**src/ace_pkg.sv**
```systemverilog
// ACE channel widths, response codes and single-beat channel payload structs
`default_nettype none

package ace_pkg;

  // Bus widths
  localparam int ADDR_W     = 32;
  localparam int DATA_W     = 32;
  localparam int STRB_W     = DATA_W / 8;
  localparam int RESP_W     = 2;
  localparam int AC_SNOOP_W = 4;
  localparam int AC_PROT_W  = 3;
  localparam int CR_RESP_W  = 5;

  // Slave error code on B and R
  localparam logic [RESP_W-1:0] RESP_SLVERR = 2'b10;

  // Read address, single beat so only the address travels
  typedef struct packed {
    logic [ADDR_W-1:0] araddr;
  } ace_ar_t;

  // Read data
  typedef struct packed {
    logic [DATA_W-1:0] rdata;
    logic [RESP_W-1:0] rresp;
    logic              rlast;
  } ace_r_t;

  // Write address
  typedef struct packed {
    logic [ADDR_W-1:0] awaddr;
  } ace_aw_t;

  // Write data with byte strobes
  typedef struct packed {
    logic [DATA_W-1:0] wdata;
    logic [STRB_W-1:0] wstrb;
    logic              wlast;
  } ace_w_t;

  // Write response
  typedef struct packed {
    logic [RESP_W-1:0] bresp;
  } ace_b_t;

  // Snoop address from the interconnect
  typedef struct packed {
    logic [ADDR_W-1:0]     acaddr;
    logic [AC_SNOOP_W-1:0] acsnoop;
    logic [AC_PROT_W-1:0]  acprot;
  } ace_ac_t;

endpackage

`default_nettype wire

```
**src/lsu_pkg.sv**
```systemverilog
// Load/store opcodes, controller states, pipeline request and response structs
`default_nettype none

package lsu_pkg;

  localparam int XLEN = 32;

  // Bit 3 set for stores, low three bits follow funct3
  typedef enum logic [3:0] {
    OP_LB  = 4'b0000,
    OP_LH  = 4'b0001,
    OP_LW  = 4'b0010,
    OP_LBU = 4'b0100,
    OP_LHU = 4'b0101,
    OP_SB  = 4'b1000,
    OP_SH  = 4'b1001,
    OP_SW  = 4'b1010
  } lsu_op_e;

  typedef enum logic [2:0] {
    IDLE,
    RD_ADDR,
    RD_DATA,
    WR_REQ,
    WR_RESP,
    RESP
  } lsu_state_e;

  // From the pipeline
  typedef struct packed {
    lsu_op_e         op;
    logic [XLEN-1:0] addr;
    logic [XLEN-1:0] wdata;
  } lsu_req_t;

  // Back to the pipeline, valid for one cycle
  typedef struct packed {
    logic [XLEN-1:0] rdata;
    logic            err;
    logic            misaligned;
  } lsu_rsp_t;

endpackage

`default_nettype wire

```
**src/lsu_align.sv**
```systemverilog
// Store lane placement and strobes, load lane extraction and extension, alignment check
`timescale 1ns/100ps
`default_nettype none

module lsu_align (
  input  lsu_pkg::lsu_op_e          op,
  input  logic [1:0]                offset,
  input  logic [lsu_pkg::XLEN-1:0]  store_data,
  input  logic [lsu_pkg::XLEN-1:0]  bus_rdata,
  output logic [lsu_pkg::XLEN-1:0]  wdata,
  output logic [3:0]                wstrb,
  output logic [lsu_pkg::XLEN-1:0]  load_data,
  output logic                      misaligned
);

  logic [7:0]  rd_byte;
  logic [15:0] rd_half;

  // Addressed lanes of the returned word
  assign rd_byte = bus_rdata[{offset, 3'b000} +: 8];
  assign rd_half = bus_rdata[{offset[1], 4'b0000} +: 16];

  // Replicating the low bytes puts them in every lane, strobes pick one
  always_comb begin
    case (op)
      lsu_pkg::OP_SB: begin
        wdata = {4{store_data[7:0]}};
        wstrb = 4'b0001 << offset;
      end
      lsu_pkg::OP_SH: begin
        wdata = {2{store_data[15:0]}};
        wstrb = offset[1] ? 4'b1100 : 4'b0011;
      end
      lsu_pkg::OP_SW: begin
        wdata = store_data;
        wstrb = 4'b1111;
      end
      default: begin
        wdata = store_data;
        wstrb = 4'b0000;
      end
    endcase
  end

  always_comb begin
    case (op)
      lsu_pkg::OP_LB:  load_data = {{24{rd_byte[7]}}, rd_byte};
      lsu_pkg::OP_LBU: load_data = {24'h000000, rd_byte};
      lsu_pkg::OP_LH:  load_data = {{16{rd_half[15]}}, rd_half};
      lsu_pkg::OP_LHU: load_data = {16'h0000, rd_half};
      default:         load_data = bus_rdata;
    endcase
  end

  // Natural alignment, bytes never fault
  always_comb begin
    case (op)
      lsu_pkg::OP_LH, lsu_pkg::OP_LHU, lsu_pkg::OP_SH: misaligned = offset[0];
      lsu_pkg::OP_LW, lsu_pkg::OP_SW:                  misaligned = |offset;
      default:                                         misaligned = 1'b0;
    endcase
  end

endmodule

`default_nettype wire

```
**src/lsu_ctrl.sv**
```systemverilog
// Load/store transaction FSM driving the ACE read and write channels and the pipeline response
`timescale 1ns/100ps
`default_nettype none

module lsu_ctrl (
  input  logic               clk,
  input  logic               rst,

  // Pipeline side
  input  lsu_pkg::lsu_req_t  req,
  input  logic               req_valid,
  output logic               req_ready,
  output lsu_pkg::lsu_rsp_t  rsp,
  output logic               rsp_valid,

  // Read channels
  output ace_pkg::ace_ar_t   ar,
  output logic               arvalid,
  input  logic               arready,
  input  ace_pkg::ace_r_t    r,
  input  logic               rvalid,
  output logic               rready,

  // Write channels
  output ace_pkg::ace_aw_t   aw,
  output logic               awvalid,
  input  logic               awready,
  output ace_pkg::ace_w_t    w,
  output logic               wvalid,
  input  logic               wready,
  input  ace_pkg::ace_b_t    b,
  input  logic               bvalid,
  output logic               bready,

  output logic               rack,
  output logic               wack
);

  lsu_pkg::lsu_state_e       state;
  lsu_pkg::lsu_op_e          op_q;
  logic [lsu_pkg::XLEN-1:0]  addr_q;
  ace_pkg::ace_w_t           w_q;

  lsu_pkg::lsu_op_e          al_op;
  logic [1:0]                al_offset;
  logic [lsu_pkg::XLEN-1:0]  al_wdata;
  logic [3:0]                al_wstrb;
  logic [lsu_pkg::XLEN-1:0]  al_load_data;
  logic                      al_misaligned;

  logic accept;
  logic aw_fin;
  logic w_fin;
  logic r_done;
  logic b_done;

  assign req_ready = (state == lsu_pkg::IDLE);
  assign accept    = req_valid && req_ready;

  // A channel is finished once its valid has dropped or it transfers now
  assign aw_fin = !awvalid || awready;
  assign w_fin  = !wvalid || wready;
  assign r_done = (state == lsu_pkg::RD_DATA) && rvalid;
  assign b_done = (state == lsu_pkg::WR_RESP) && bvalid;

  // Aligner looks at the incoming request while idle, else the held one
  always_comb begin
    if (state == lsu_pkg::IDLE) begin
      al_op     = req.op;
      al_offset = req.addr[1:0];
    end else begin
      al_op     = op_q;
      al_offset = addr_q[1:0];
    end
  end

  lsu_align u_align (
    .op         (al_op),
    .offset     (al_offset),
    .store_data (req.wdata),
    .bus_rdata  (r.rdata),
    .wdata      (al_wdata),
    .wstrb      (al_wstrb),
    .load_data  (al_load_data),
    .misaligned (al_misaligned)
  );

  // Word-aligned address on both address channels
  assign ar = '{araddr: {addr_q[lsu_pkg::XLEN-1:2], 2'b00}};
  assign aw = '{awaddr: {addr_q[lsu_pkg::XLEN-1:2], 2'b00}};
  assign w  = w_q;

  always_ff @(posedge clk) begin
    if (rst) begin
      state     <= lsu_pkg::IDLE;
      arvalid   <= 1'b0;
      awvalid   <= 1'b0;
      wvalid    <= 1'b0;
      rready    <= 1'b0;
      bready    <= 1'b0;
      rsp_valid <= 1'b0;
      rack      <= 1'b0;
      wack      <= 1'b0;
    end else begin
      rsp_valid <= 1'b0;
      rack      <= 1'b0;
      wack      <= 1'b0;
      case (state)
        lsu_pkg::IDLE: begin
          if (accept) begin
            if (al_misaligned) begin
              rsp_valid <= 1'b1;
              state     <= lsu_pkg::RESP;
            end else if (req.op[3]) begin
              awvalid <= 1'b1;
              wvalid  <= 1'b1;
              state   <= lsu_pkg::WR_REQ;
            end else begin
              arvalid <= 1'b1;
              state   <= lsu_pkg::RD_ADDR;
            end
          end
        end
        lsu_pkg::RD_ADDR: begin
          if (arready) begin
            arvalid <= 1'b0;
            rready  <= 1'b1;
            state   <= lsu_pkg::RD_DATA;
          end
        end
        lsu_pkg::RD_DATA: begin
          if (rvalid) begin
            rready    <= 1'b0;
            rsp_valid <= 1'b1;
            rack      <= 1'b1;
            state     <= lsu_pkg::RESP;
          end
        end
        lsu_pkg::WR_REQ: begin
          // AW and W may complete in either order
          if (awready) begin
            awvalid <= 1'b0;
          end
          if (wready) begin
            wvalid <= 1'b0;
          end
          if (aw_fin && w_fin) begin
            bready <= 1'b1;
            state  <= lsu_pkg::WR_RESP;
          end
        end
        lsu_pkg::WR_RESP: begin
          if (bvalid) begin
            bready    <= 1'b0;
            rsp_valid <= 1'b1;
            wack      <= 1'b1;
            state     <= lsu_pkg::RESP;
          end
        end
        default: state <= lsu_pkg::IDLE;
      endcase
    end
  end

  // Held request and response payload
  always_ff @(posedge clk) begin
    if (accept) begin
      op_q   <= req.op;
      addr_q <= req.addr;
      w_q    <= '{wdata: al_wdata, wstrb: al_wstrb, wlast: 1'b1};
    end
    if (accept && al_misaligned) begin
      rsp <= '{rdata: '0, err: 1'b0, misaligned: 1'b1};
    end else if (r_done) begin
      rsp <= '{rdata: al_load_data, err: (r.rresp == ace_pkg::RESP_SLVERR),
               misaligned: 1'b0};
    end else if (b_done) begin
      rsp <= '{rdata: '0, err: (b.bresp == ace_pkg::RESP_SLVERR), misaligned: 1'b0};
    end
  end

  // One transaction at a time on the bus
  a_no_dual_issue: assert property (@(posedge clk) disable iff (rst)
    !(arvalid && awvalid));

  a_ar_hold: assert property (@(posedge clk) disable iff (rst)
    arvalid && !arready |=> arvalid && $stable(ar));

  a_aw_hold: assert property (@(posedge clk) disable iff (rst)
    awvalid && !awready |=> awvalid && $stable(aw));

  a_rsp_pulse: assert property (@(posedge clk) disable iff (rst)
    rsp_valid |=> !rsp_valid);

endmodule

`default_nettype wire

```
**src/snoop_resp.sv**
```systemverilog
// AC snoop acceptance and registered CR response for a master without a cache
`timescale 1ns/100ps
`default_nettype none

module snoop_resp (
  input  logic                           clk,
  input  logic                           rst,
  input  ace_pkg::ace_ac_t               ac,
  input  logic                           acvalid,
  output logic                           acready,
  output logic [ace_pkg::CR_RESP_W-1:0]  crresp,
  output logic                           crvalid,
  input  logic                           crready
);

  logic pending;

  // Set by a snoop, cleared when its answer is taken
  always_ff @(posedge clk) begin
    if (rst) begin
      pending <= 1'b0;
    end else if (acvalid && acready) begin
      pending <= 1'b1;
    end else if (crvalid && crready) begin
      pending <= 1'b0;
    end
  end

  // Only one snoop in flight
  assign acready = !pending;
  assign crvalid = pending;

  // No data, not shared, not dirty, nothing is ever cached here
  assign crresp = '0;

  a_cr_hold: assert property (@(posedge clk) disable iff (rst)
    crvalid && !crready |=> crvalid);

  // Interconnect must hold a snoop it cannot yet hand over
  a_ac_hold: assert property (@(posedge clk) disable iff (rst)
    acvalid && !acready |=> acvalid && $stable(ac));

endmodule

`default_nettype wire

```
**src/lsu_wrap.sv**
```systemverilog
// Load/store unit top level with pipeline ports and flat ACE master ports
`timescale 1ns/100ps
`default_nettype none

module lsu_wrap (
  input  logic                           clk,
  input  logic                           rst,

  // Pipeline
  input  lsu_pkg::lsu_req_t              req,
  input  logic                           req_valid,
  output logic                           req_ready,
  output lsu_pkg::lsu_rsp_t              rsp,
  output logic                           rsp_valid,

  // AR and R
  output ace_pkg::ace_ar_t               ar,
  output logic                           arvalid,
  input  logic                           arready,
  input  ace_pkg::ace_r_t                r,
  input  logic                           rvalid,
  output logic                           rready,

  // AW, W and B
  output ace_pkg::ace_aw_t               aw,
  output logic                           awvalid,
  input  logic                           awready,
  output ace_pkg::ace_w_t                w,
  output logic                           wvalid,
  input  logic                           wready,
  input  ace_pkg::ace_b_t                b,
  input  logic                           bvalid,
  output logic                           bready,

  // AC and CR
  input  ace_pkg::ace_ac_t               ac,
  input  logic                           acvalid,
  output logic                           acready,
  output logic [ace_pkg::CR_RESP_W-1:0]  crresp,
  output logic                           crvalid,
  input  logic                           crready,

  output logic                           rack,
  output logic                           wack
);

  lsu_ctrl u_ctrl (
    .clk       (clk),
    .rst       (rst),
    .req       (req),
    .req_valid (req_valid),
    .req_ready (req_ready),
    .rsp       (rsp),
    .rsp_valid (rsp_valid),
    .ar        (ar),
    .arvalid   (arvalid),
    .arready   (arready),
    .r         (r),
    .rvalid    (rvalid),
    .rready    (rready),
    .aw        (aw),
    .awvalid   (awvalid),
    .awready   (awready),
    .w         (w),
    .wvalid    (wvalid),
    .wready    (wready),
    .b         (b),
    .bvalid    (bvalid),
    .bready    (bready),
    .rack      (rack),
    .wack      (wack)
  );

  // Snoops are answered independently of loads and stores
  snoop_resp u_snoop (
    .clk     (clk),
    .rst     (rst),
    .ac      (ac),
    .acvalid (acvalid),
    .acready (acready),
    .crresp  (crresp),
    .crvalid (crvalid),
    .crready (crready)
  );

endmodule

`default_nettype wire

```
**config.mk**
```make
export PLATFORM = sky130hd
export DESIGN_NAME = lsu_wrap
export DESIGN_NICKNAME = d
export VERILOG_FILES = /design/src/ace_pkg.sv /design/src/lsu_pkg.sv /design/src/lsu_align.sv /design/src/lsu_ctrl.sv /design/src/snoop_resp.sv /design/src/lsu_wrap.sv
export SDC_FILE = /design/constraint.sdc
export NUM_CORES = 1
export LEC_CHECK = 0
export BUFFER_PORTS_ARGS = -buffer_cell sky130_fd_sc_hd__buf_4
export CORE_AREA = 2 2 118 120
export DETAILED_ROUTE_END_ITERATION = 8
export DIE_AREA = 0 0 120 122
export GPL_TIMING_DRIVEN = 0
export PLACE_DENSITY = 0.79
export SLEW_MARGIN = 20
export SYNTH_ARGS = -nofsm -noshare
export SYNTH_HDL_FRONTEND = slang
export SYNTH_HIERARCHICAL = 1
export SYNTH_SLANG_ARGS = --single-unit
export TNS_END_PERCENT = 50
```
**constraint.sdc**
```tcl
create_clock -name clk -period 8.95 [get_ports clk]
set_input_delay 0.4475 -clock clk [delete_from_list [all_inputs] [get_ports clk]]
set_output_delay 0.4475 -clock clk [all_outputs]
set_load 0.02 [all_outputs]
```
# Word-level counts from Yosys, hierarchy flattened

Cells that the tools add are included.

Eq/ne operators: 23
Shift operators: 3
Multiplexer cells: 42
Bitwise gates (word level): 2
Reduce and logical (&&, ||, !) cells: 31

Operator list:

| operator                                                        | number |
|---|---|
| 32-bit one-hot mux with 4 select lines                          | 1 |
| 34-bit two-way mux                                              | 2 |
| 32-bit one-hot mux with 2 select lines                          | 1 |
| 32-bit by 6-bit variable part select with 16-bit output         | 1 |
| 32-bit by 6-bit variable part select with 8-bit output          | 1 |
| 5-bit AND reduction                                             | 4 |
| 1-bit two-way mux                                               | 19 |
| 3-bit two-way mux                                               | 6 |
| 2-bit inequality test, second input constant                    | 9 |
| 3-bit one-hot mux with 5 select lines                           | 1 |
| 4-bit == test, second input constant                            | 3 |
| 1-bit one-hot mux with 2 select lines                           | 6 |
| 4-bit one-hot mux with 3 select lines                           | 1 |
| 2-bit nonzero test                                              | 6 |
| 4-bit by 3-bit == test with 1-bit output, second input constant | 2 |
| 4-bit two-way mux                                               | 2 |
| 2-bit OR reduction                                              | 4 |
| 1-bit logical AND                                               | 7 |
| 3-bit by 2-bit == test with 1-bit output, second input constant | 2 |
| 3-bit AND reduction                                             | 2 |
| 2-bit == test, second input constant                            | 2 |
| 4-bit by 1-bit == test with 1-bit output, second input constant | 1 |
| 4-bit by 2-bit == test with 1-bit output, second input constant | 1 |
| 4-bit zero test                                                 | 1 |
| other kinds (11)                                                | 16 |

Flip-flop bits (word level): 118
Bits of input ports: 154
Output and inout port bits: 151

# Depth between registers and ports, before layout

Gate-level depths: netlist of the first run.

Word-level depth: 8
Gate-level depth with buffers: 13
Gate-level depth less buffers: 9

# Cells and area by module

Netlist of the first run, hierarchy kept.

Modules (own cells, without submodules):

| module     | times used | cells an instance | area an instance (um2) | sequential area each (um2) |
|---|---|---|---|---|
| lsu_ctrl   | 1          | 293               | 4370.4                 | 3062.9 |
| lsu_align  | 1          | 180               | 1287.5                 | 0.0 |
| snoop_resp | 1          | 10                | 76.3                   | 20.0 |

# Worst setup path after synthesis of the first run

Ideal clock, no wire load.

Path type: register to register
From: reg u_ctrl.state[0]
To: reg u_ctrl/addr_q[0] in the netlist's numbering (enable)
Library setup time: 0.438 ns
Arrival: 2.647 ns
Required time: 8.512 ns
Setup slack: 5.865 ns
Cell stages (with the launch flop): 4
Path buffers: 1
Clock period less this slack: 3.085 ns
Cells stage by stage: dfxtp_1 -> buf_4 -> nor3_4 -> and2_1

Word-level cells in the longest chain between the ends: 2

RTL lines:

| item                   | line            | text |
|---|---|---|
| start, declared        | lsu_ctrl.sv:39  | `lsu_pkg::lsu_state_e state;` |
| start signal, assigned | lsu_ctrl.sv:95  | `state <= lsu_pkg::IDLE;` |
| start signal, assigned | lsu_ctrl.sv:113 | `state <= lsu_pkg::RESP;` |
| start signal, assigned | lsu_ctrl.sv:117 | `state <= lsu_pkg::WR_REQ;` |
| 3-bit zero test        | lsu_ctrl.sv:57  | `assign req_ready = (state == lsu_pkg::IDLE);` |
| net req_ready          | lsu_wrap.sv:12  | `output logic req_ready,` |
| 1-bit logical AND      | lsu_ctrl.sv:58  | `assign accept = req_valid && req_ready;` |
| end signal, assigned   | lsu_ctrl.sv:169 | `addr_q <= req.addr;` |
| end, declared          | lsu_ctrl.sv:41  | `logic [lsu_pkg::XLEN-1:0] addr_q;` |

The timed path passes the listed nets, and every way through them passes these cells.
A chain may end at the register's enable or synchronous reset.

# Final worst setup path of the first run

From: reg u_ctrl.state[0]
To: reg u_ctrl/rsp[9] (netlist name)

Word-level cells in the longest chain between the ends: 6
Elaborated cells on any way between the ends: 25
Those cells by class: eq/ne (8); shift (2); mux (5); reduce/logical (10)

RTL lines:

| item                                                             | line            | text |
|---|---|---|
| 3-bit zero test *                                                | lsu_ctrl.sv:68  | `if (state == lsu_pkg::IDLE) begin` |
| 4-bit two-way mux *                                              | lsu_ctrl.sv:68  |  |
| net u_ctrl.al_op[1]                                              | lsu_ctrl.sv:44  | `lsu_pkg::lsu_op_e al_op;` |
| 4-bit by 1-bit == test with 1-bit output (tied with other cells) | lsu_align.sv:57 | `case (op)` |
| 3-bit OR reduction / 2-bit OR reduction (equally long branches)  | lsu_align.sv:57 |  |
| 1-bit one-hot mux with 2 select lines *                          | lsu_align.sv:57 |  |
| net u_ctrl.al_misaligned                                         | lsu_ctrl.sv:49  | `logic al_misaligned;` |
| 1-bit logical AND *                                              | lsu_ctrl.sv:172 | `if (accept && al_misaligned) begin` |

The timed path passes the listed nets; every way through them passes the cells marked *.

==> run summary, run 1 <==
Status - completed
Global-route congestion overflow total - 0
Dominant cell type by area after synthesis - edfxtp_1
Switching part of the total - 38.98%
Post-detail-place hpwl - 12440 µm
Overall routed net length - 16360 µm
Worst setup path class - register to register
Main area contributors after synthesis - edfxtp_1 38%, dfxtp_1 16%, buf_4 10%, a22o_1 5.8%, mux2_2 4.3%
CP arrival - 3580 ps
DP Worst Slack - 5619 ps
Top flip-flop cell by instance count after synthesis - edfxtp_1
Filler Cell Count - 1081
WP data required - 9230 ps
Number of cells traversed by the worst hold path - 1
Max cap viols - 0
Async SR Flop Fraction - 0%
Warning count from the yosys run - 6
Number of gates resized after CTS - 0
TritonCTS clock tree - done
Die X - 120 µm
Clock network fraction of total power - 20.4%
Area share of the largest cell type after synthesis - 37.70%
P_int - 1.886 mW
Detailed-route vias per instance - 5.005
Leading cell type in the layout, fill and taps excluded - buf_4
Overall global routing resource usage - 21.54%
Number of nets in the layout - 918
Vias after detailed routing - 4790
Share of the core filled with cells - 62.80%
Relative max-transition margin - 33.55%
Logic pwr share - 51.2%
Clock network latency to the later pin of the worst-skew pair - 400 ps
Library cell used as clock root buffer - clkbuf_16
Fin Hold WS - 223.3 ps
Maximum number of pins on one net before global-route repair - 55
Number of buffers inserted to repair setup after CTS - 0
Overall Power - 3.090 mW
Number of enable-type register cells in the synthesized netlist - 72
Number of top-level design ports - 305
Unique cell type count in the Yosys netlist - 54
CTS Buf Count - 17
Synth-to-layout area growth - 47.89%
Total number of placement rows - 43
Power density of the placed cells - 364.4 nW/µm²
Count of unresolved DRC violations after routing - 0
Initial core utilization - 42.46%
Core Area - 13500 µm²
Most used cells in the layout excluding fill and tap cells - 333 x buf_4, 72 x edfxtp_1, 46 x dfxtp_1, 38 x a22o_1, 26 x a21oi_1
Sequential share of power - 28.4%
Count of final setup violators - 0
Number of antenna violations at the first check in global routing - 0
Global-route wire length before repair - 24110 µm
Length of the first detailed-routing pass in iterations - 8
Port Buffers - 254
CP startpoint kind - register
Crit-path max FO - 10
TNS Setup - 0 ps
Total of flip-flops plus latches after synthesis - 118
Capturing element type of the critical path - register
Clock slew at the register clock pins of the worst setup and hold paths - 60 ps
Post-synthesis instance total - 483
Least-Margin Pin Slew - 991.4 ps
Fin crit period - 3298 ps
Final Hold Violating Endpoints - 0
Quantity of hold-fixing buffers added after cts - 0
Length in cells of the worst reg-to-reg path - 12
Total inserted antenna cells - 0
Longest Clk Path Bufs - 2
Highest ir drop seen on vdd - 0.1753 mV
Total leakage power - 3.831 nW
Via count of the first global-routing pass - 4522
Post-synthesis sequential area ratio - 53.76%
Power dissipated by switching net loads - 1.205 mW
Sequential cell area in the final layout - 3083 µm²
Die span in y - 122 µm
Post-route clock period utilization - 36.85%
Number of antenna-violating nets in the routed design - 0
DIE AREA - 14640 µm²
Maximum level of the CTS H-tree - 4
Post-Syn Area per Cell - 11.87 µm²
Unrepaired setup endpoints after global routing - false
Violation count after the first detailed-route iteration - 327
Multi-input gate area - 1861 µm²
Gp weighted congestion - 0.8842
Least setup slack across all paths after layout - 5652 ps
Total standard cell area after synthesis - 5734 µm²
Number of max-slew violations in the final report - 0
Path class of the lowest-slack min-delay path - input pin to register
Total number of clock tree sinks - 118
Worst clock skew - 13.82 ps
Fmax - 0.3032 GHz
Fraction of final layout cells sized beyond drive strength 1 - 54.95%
Post-DR wirelength/cell - 17.09 µm
==> state kept, by name, indices dropped and copies added, names as in the netlist, 3 cells and up <==
| signal | flops |
|---|---|
| u_ctrl/w | 36 |
| u_ctrl/rsp | 34 |
| u_ctrl/op_q | 4 |
| u_ctrl/addr_q | 32 |
| u_ctrl/state | 3 |
==> per-stage QoR <==
step                      instance area, µm²  std cells
after detailed placement                7923        925
after floorplan                         5761        490
after global placement                  7893        924
after global routing                    8481        957
after CTS                               8481        957
final                                   8481        957
==> worst paths after layout <==
path | from | to | slack, ps
min | req[46] | u_ctrl/addr_q[14] | 220
max | u_ctrl/state[0] | u_ctrl/rsp[9] | 5650
max reg2reg | u_ctrl/state[0] | u_ctrl/rsp[9] | 5650
min reg2reg | u_ctrl/rsp[0] | u_ctrl/rsp[0] | 450
==> synth_stat cells (11+ instances only) <==
cell      number
mux2i_1       17
o21ai_0       14
mux2_2        22
nor2_1        19
a21oi_2       11
clkbuf_1      11
buf_4         79
nand2_1       23
edfxtp_1      72
a21oi_1       26
a22o_1        38
dfxtp_1       46
==> worst max-delay path, cell delays in order (launching register included) <==
cell      delay [ps]
dfxtp_1          290
buf_4            160
nor3_4           400
mux2_2           410
buf_6            140
or2_1            230
buf_6            140
clkbuf_1         230
o22ai_1          410
and3_2           330
nor2b_4           90
buf_6            150
a22o_1           180
==> logic make-up after synthesis <==
kind of cell	Yosys count	share of synthesized area [%]
compound gates	123	16.21
flops	118	53.76
buf+inv	115	14.29
simple gates	83	7.790
mux	41	7.746
other cells	3	0.1964
==> power by group through the flow <==
stage | Sequential (mW) | Combinational [mW] | Clock [mW]
2_1_floorplan | 1.02 | 0.901 | 0
3_5_place_dp | 0.886 | 1.57 | 0
4_1_cts | 0.878 | 1.58 | 0.644
3_3_place_gp | 0.893 | 1.53 | 0
5_1_grt | 0.895 | 1.68 | 0.670
6_report | 0.876 | 1.58 | 0.631
==> per-layer routing <==
layer	up-vias	share of wire [%]	track usage [%]
met4	0	2.1	7.868
met2	258	53	39.67
met5	-	0	0
met3	30	8.2	6.742
li1	2244	-	-
met1	2258	37	23.13
==> final cells by class <==
class | count | area share, %
tap | 180 | 2.656
sequential | 118 | 36.35
inverter | 9 | 0.3983
clock buffer | 18 | 5.060
buffer | 106 | 9.265
multi-input combinational | 257 | 21.94
clock inverter | 14 | 1.520
timing repair buffer | 255 | 22.81
No activity file was read; power rests on OpenSTA's default activity.
==> run 2: changes to the inputs <==
--- a/config.mk
+++ b/config.mk
@@ -6,11 +6,11 @@
 export NUM_CORES = 1
 export LEC_CHECK = 0
 export BUFFER_PORTS_ARGS = -buffer_cell sky130_fd_sc_hd__buf_4
-export CORE_AREA = 2 2 118 120
+export CORE_AREA = 2 2 120 122
 export DETAILED_ROUTE_END_ITERATION = 8
-export DIE_AREA = 0 0 120 122
+export DIE_AREA = 0 0 122 124
 export GPL_TIMING_DRIVEN = 0
-export PLACE_DENSITY = 0.79
+export PLACE_DENSITY = 0.77
 export SLEW_MARGIN = 20
 export SYNTH_ARGS = -nofsm -noshare
 export SYNTH_HDL_FRONTEND = slang
==> constraint.sdc (replaced) <==
create_clock -name clk -period 3.3 [get_ports clk]
set_input_delay 0.165 -clock clk [delete_from_list [all_inputs] [get_ports clk]]
set_output_delay 0.165 -clock clk [all_outputs]
set_load 0.02 [all_outputs]
==> run 2 against run 1 <==
Against the previous run: utilization rose by 1.9 points; via count rose by 2.4%; hold slack got worse by 180 ps; global-route usage rose by 0.51 points.
==> run summary, run 2 (synthesis results as in run 1) <==
Longest Clk Path Bufs - 2
Flip-flop count of the largest register, all copies and words added - 36
Least setup slack across all paths after layout - 172.3 ps
WP data required - 3600 ps
CTS Buf Count - 17
Number of antenna-violating nets in the routed design - 0
Die X - 122 µm
Max cap viols - 0
Gp weighted congestion - 0.8246
P_int - 5.167 mW
Die span in y - 124 µm
Clock network latency to the later pin of the worst-skew pair - 410 ps
Placement-stage cell area - 7915 µm²
Count of final setup violators - 0
Post-route clock period utilization - 94.78%
Most used cells in the layout excluding fill and tap cells - 337 x buf_4, 72 x edfxtp_1, 46 x dfxtp_1, 41 x dlygate4sd3_1, 38 x a22o_1
Overall global routing resource usage - 22.04%
Power density of the placed cells - 949.4 nW/µm²
CP startpoint kind - register
Number of antenna violations at the first check in global routing - 0
Least-Margin Pin Slew - 925.9 ps
Path class of the lowest-slack min-delay path - input pin to register
Fraction of final layout cells sized beyond drive strength 1 - 52.20%
DIE AREA - 15130 µm²
Clock slew at the register clock pins of the worst setup and hold paths - 50 ps
Fin crit period - 3128 ps
Total number of placement rows - 43
Post-DR wirelength/cell - 17.05 µm
Fmax - 0.3197 GHz
Total inserted antenna cells - 0
Post-detail-place hpwl - 12550 µm
Power dissipated by switching net loads - 3.265 mW
Relative max-transition margin - 37.93%
Switching part of the total - 38.73%
Vias after detailed routing - 4907
Final std cell area, no fill - 8881 µm²
Maximum number of pins on one net before global-route repair - 39
Count of unresolved DRC violations after routing - 0
Logic pwr share - 52.3%
Unrepaired setup endpoints after global routing - false
Worst setup path class - register to register
Number of nets in the layout - 963
Total leakage power - 4.012 nW
Sequential share of power - 28.3%
Worst clock skew - 7.924 ps
Highest ir drop seen on vdd - 0.5393 mV
Status - completed
DP Worst Slack - -39.07 ps
Overall routed net length - 17050 µm
Detailed-route vias per instance - 4.907
Number of max-slew violations in the final report - 0
Leading cell type in the layout, fill and taps excluded - buf_4
Violation count after the first detailed-route iteration - 286
Clock network fraction of total power - 19.4%
Global-route wire length before repair - 25230 µm
Number of top-level design ports - 305
Synth-to-layout area growth - 54.88%
Port Buffers - 254
CP arrival - 3430 ps
Length of the first detailed-routing pass in iterations - 5
Initial core utilization - 41.80%
Total number of clock tree sinks - 118
Crit-path max FO - 10
Final Hold Violating Endpoints - 0
Library cell used as clock root buffer - clkbuf_16
TritonCTS clock tree - done
Maximum level of the CTS H-tree - 4
Via count of the first global-routing pass - 4883
Capturing element type of the critical path - register
Global-route congestion overflow total - 0
Core Area - 13720 µm²
run 2: changes by cell type in the layout (fill, tap and decap cells not counted), sizes merged:
| cell | change |
|---|---|
| buf | +4 |
| clkinvlp | -2 |
| clkinv | +2 |
| inv | -2 |
| dlygate4sd3 | +41 |
run 2: worst max-delay path, stage by stage, from the launching register on:
cell and delay, ps:
dfxtp_1 290, buf_4 160, nor3_4 170, buf_4 180, mux2_2 350, buf_6 140, or2_1 230, buf_6 150
clkbuf_1 270, o22ai_2 340, and3_2 290, nor2b_4 90, buf_6 150, a22o_1 200
run 2: timing repair:
item | in CTS | in global routing
gates resized for setup | 1 | 0
endpoints found under the hold margin | 40 | 0
endpoints found under the setup margin | 31 | 31
hold buffers | 41 | 0
setup buffers | 0 | 4
pin swaps | 0 | 1
run 2: final cells by class:
cell class	count	area [µm²]
Buffer	106	785.8
Clock buffer	18	429.2
Clock inverter	12	90.09
Fill cell	1046	4838
Inverter	9	33.78
Multi-Input combinational cell	257	1867
Sequential cell	118	3083
Tap cell	180	225.2
Timing Repair Buffer	300	2367
run 2: final timing paths:
path | endpoint | cells past startpoint | slack (ps) | from
setup / recovery | u_ctrl/rsp[14] | 13 | 170 | u_ctrl/state[0]
hold reg to reg | u_ctrl/rsp[0] | 1 | 460 | u_ctrl/rsp[0]
hold / removal | u_ctrl/w[11] | 2 | 40 | req[6]
setup reg to reg | u_ctrl/rsp[14] | 13 | 170 | u_ctrl/state[0]
run 2: per-layer routing:
layer,share of wire (%),GRT usage (%)
met5,0,0
met4,2.7,9.195
met1,36,23.70
met2,53,40.22
met3,8.4,6.685
run 2: power by group through the flow:
stage                     combinational (mW)  clock (mW)  sequential [mW]
after CTS                               4.33        1.67             2.38
after global routing                    4.68        1.73             2.43
final                                   4.41        1.64             2.39
after floorplan                         2.44           0             2.77
after detailed placement                4.26           0             2.41
after global placement                  4.15           0             2.43
run 2: through the flow:
stage / util (%) / hold slack (ps) / setup TNS [ps] / cells / power (mW)
finish: 64.73 / 42.03 / 0 / 1000 / 8.432
global route: 64.73 / 32.38 / 0 / 1000 / 8.854
CTS: 64.51 / 23.93 / 0 / 996 / 8.381
detailed placement: 57.69 / 344.3 / -676.0 / 925 / 6.670
global placement: 57.53 / 343.7 / -23000 / 924 / 6.581
floorplan: - / 243.5 / 0 / 490 / 5.217
==> run 3: changes to the inputs <==
--- a/config.mk
+++ b/config.mk
@@ -5,12 +5,14 @@
 export SDC_FILE = /design/constraint.sdc
 export NUM_CORES = 1
 export LEC_CHECK = 0
+export ABC_AREA = 1
 export BUFFER_PORTS_ARGS = -buffer_cell sky130_fd_sc_hd__buf_4
 export CORE_AREA = 2 2 120 122
 export DETAILED_ROUTE_END_ITERATION = 8
 export DIE_AREA = 0 0 122 124
 export GPL_TIMING_DRIVEN = 0
-export PLACE_DENSITY = 0.77
+export PLACE_DENSITY = 0.78
+export SKIP_CTS_REPAIR_TIMING = 1
 export SLEW_MARGIN = 20
 export SYNTH_ARGS = -nofsm -noshare
 export SYNTH_HDL_FRONTEND = slang
==> run 3 against run 2 <==
Against the previous run: clock skew down 1.4 ps; critical path type unchanged; combinational power down 5%; wire length up 5.1%; critical endpoint is now u_ctrl/rsp[30]; cell area up 2.6%; sequential power down 2%; first-iteration DRC count up 24%.
==> run summary, run 3 <==
DIE AREA - 15130 µm²
Status - completed
Multi-input gate area - 1959 µm²
Crit-path max FO - 10
Count of unresolved DRC violations after routing - 0
Highest ir drop seen on vdd - 0.4656 mV
Flip-flop count of the largest register, all copies and words added - 36
Detailed-route vias per instance - 4.685
Unique cell type count in the Yosys netlist - 30
Filler Cell Count - 1090
CP arrival - 2940 ps
Die X - 122 µm
Post-route clock period utilization - 80.12%
Post-synthesis sequential area ratio - 52.54%
Overall routed net length - 17920 µm
Gp weighted congestion - 0.9386
Final std cell area, no fill - 9110 µm²
Library cell used as clock root buffer - clkbuf_16
Global-route wire length before repair - 24860 µm
Fmax - 0.3782 GHz
Core Area - 13720 µm²
Fin Hold WS - 8.425 ps
Least-Margin Pin Slew - 703.8 ps
Relative max-transition margin - 52.82%
TritonCTS clock tree - done
Clock network latency to the later pin of the worst-skew pair - 410 ps
Placement-stage cell area - 8117 µm²
Number of top-level design ports - 305
Number of enable-type register cells in the synthesized netlist - 72
Port Buffers - 254
Least setup slack across all paths after layout - 656.1 ps
Total of flip-flops plus latches after synthesis - 118
Initial core utilization - 42.77%
Length of the first detailed-routing pass in iterations - 5
Cell types with the highest counts after synthesis - 254 x nand2_1, 83 x buf_4, 72 x edfxtp_1
Final Hold Violating Endpoints - 0
Count of final setup violators - 0
Number of antenna violations at the first check in global routing - 0
Via count of the first global-routing pass - 4931
Fin crit period - 2644 ps
Die span in y - 124 µm
Capturing element type of the critical path - register
Post-Syn Area per Cell - 8.771 µm²
Number of antenna-violating nets in the routed design - 0
Number of nets in the layout - 1144
Unrepaired setup endpoints after global routing - false
Violation count after the first detailed-route iteration - 354
Total leakage power - 4.558 nW
Path class of the lowest-slack min-delay path - input pin to register
Length in cells of the worst reg-to-reg path - 17
Main area contributors after synthesis - edfxtp_1 37%, nand2_1 16%, dfxtp_1 16%, buf_4 11%, nand3_1 5.0%
Async SR Flop Fraction - 0%
Longest Clk Path Bufs - 2
Max cap viols - 0
Dominant cell by count in the synthesized netlist - nand2_1
Total number of placement rows - 43
Most used cells in the layout excluding fill and tap cells - 337 x buf_4, 254 x nand2_1, 72 x edfxtp_1, 59 x nand3_1, 46 x dfxtp_1
Worst clock skew - 6.487 ps
Total standard cell area after synthesis - 5868 µm²
DP Worst Slack - 665.8 ps
Maximum level of the CTS H-tree - 4
Dominant cell type by area after synthesis - edfxtp_1
Number of max-slew violations in the final report - 0
Clock slew at the register clock pins of the worst setup and hold paths - 50 ps
Synth-to-layout area growth - 55.25%
Worst setup path class - register to register
Total inserted antenna cells - 0
Share of the core filled with cells - 66.40%
Overall global routing resource usage - 21.72%
Post-synthesis instance total - 669
Maximum number of pins on one net before global-route repair - 23
Warning count from the yosys run - 6
WP data required - 3600 ps
Vias after detailed routing - 5542
Number of cells traversed by the worst hold path - 3
Post-DR wirelength/cell - 15.15 µm
Post-detail-place hpwl - 12820 µm
Leading cell type in the layout, fill and taps excluded - buf_4
Global-route congestion overflow total - 0
CP startpoint kind - register
Top flip-flop cell by instance count after synthesis - edfxtp_1
Total number of clock tree sinks - 118
Sequential cell area in the final layout - 3083 µm²
Area share of the largest cell type after synthesis - 36.84%
CTS Buf Count - 17
Power density of the placed cells - 928.3 nW/µm²
Fraction of final layout cells sized beyond drive strength 1 - 42.37%
[run 3: cell count changes in the layout (fill, tap and decap cells not counted), moves of 17 or more]
| cell | change |
|---|---|
| a22o_1 | -38 |
| mux2i_1 | -17 |
| nand2_1 | +231 |
| inv_1 | +21 |
| mux2_2 | -22 |
| a21oi_1 | -20 |
| nand3_1 | +58 |
[run 3: cell type report]
class | count | area share, %
plain buffers | 96 | 7.884
clock buffers | 18 | 4.711
clock inverters | 14 | 2.019
inverters | 37 | 1.552
multi-input cells | 425 | 21.51
flip-flops and latches | 118 | 33.84
well taps | 180 | 2.472
repair buffers | 295 | 26.01
[run 3: cell families (layout without fill, tap and decap cells)]
family / after synthesis / in the layout / synth area share (%)
DFF: 118 / 118 / 52.54
buffers and inverters: 133 / 460 / 14.65
other: 3 / 10 / 0.1919
and+or+nand+nor: 379 / 379 / 28.89
AOI/OAI and AO/OA: 36 / 36 / 3.731
[run 3: power by group]
group	total, mW	internal, mW	leakage [nW]	switching, mW
sequential	2.34	2.12	1.05	0.226
combinational	4.21	1.64	3.21	2.58
clock	1.90	1.25	0.293	0.647
[run 3: per-stage QoR]
step	power, mW	TNS, ps	cells
3_5_place_dp	6.485	0	1113
5_1_grt	8.961	0	1183
4_1_cts	8.416	0	1145
6_report	8.457	0	1183
2_1_floorplan	5.025	0	676
3_3_place_gp	6.350	-31410	1110
[run 3: critical path, stage by stage, from the launching register on]
cell and delay [ps]:
dfxtp_1 500, inv_1 100, nand2_1 120, nor2_2 100
nand2_1 70, nand2_1 200, buf_2 280, nor3_1 290
nand2_1 80, nand2_1 90, inv_1 70, nor2_4 130
nand2_2 70, inv_2 110, nor2_8 60, buf_6 160
nand2_2 60, nand2_1 40
[run 3: worst paths after layout]
kind / from / to / slack [ps]
hold reg to reg: u_ctrl/rsp[18] / u_ctrl/rsp[18] / 440
setup / recovery: u_ctrl/state[0] / u_ctrl/rsp[30] / 660
hold / removal: req_valid / u_ctrl/rsp[0] / 8
setup reg to reg: u_ctrl/state[0] / u_ctrl/rsp[30] / 660
[run 3: per-layer routing]
metal  part of all wire, %  vias up  GRT usage (%)
met4                   3.6        0          10.78
met1                    36     2495          23.64
met3                   9.0       43          7.189
met2                    51      286          38.02
li1                      -     2718              -
met5                     0        -              0
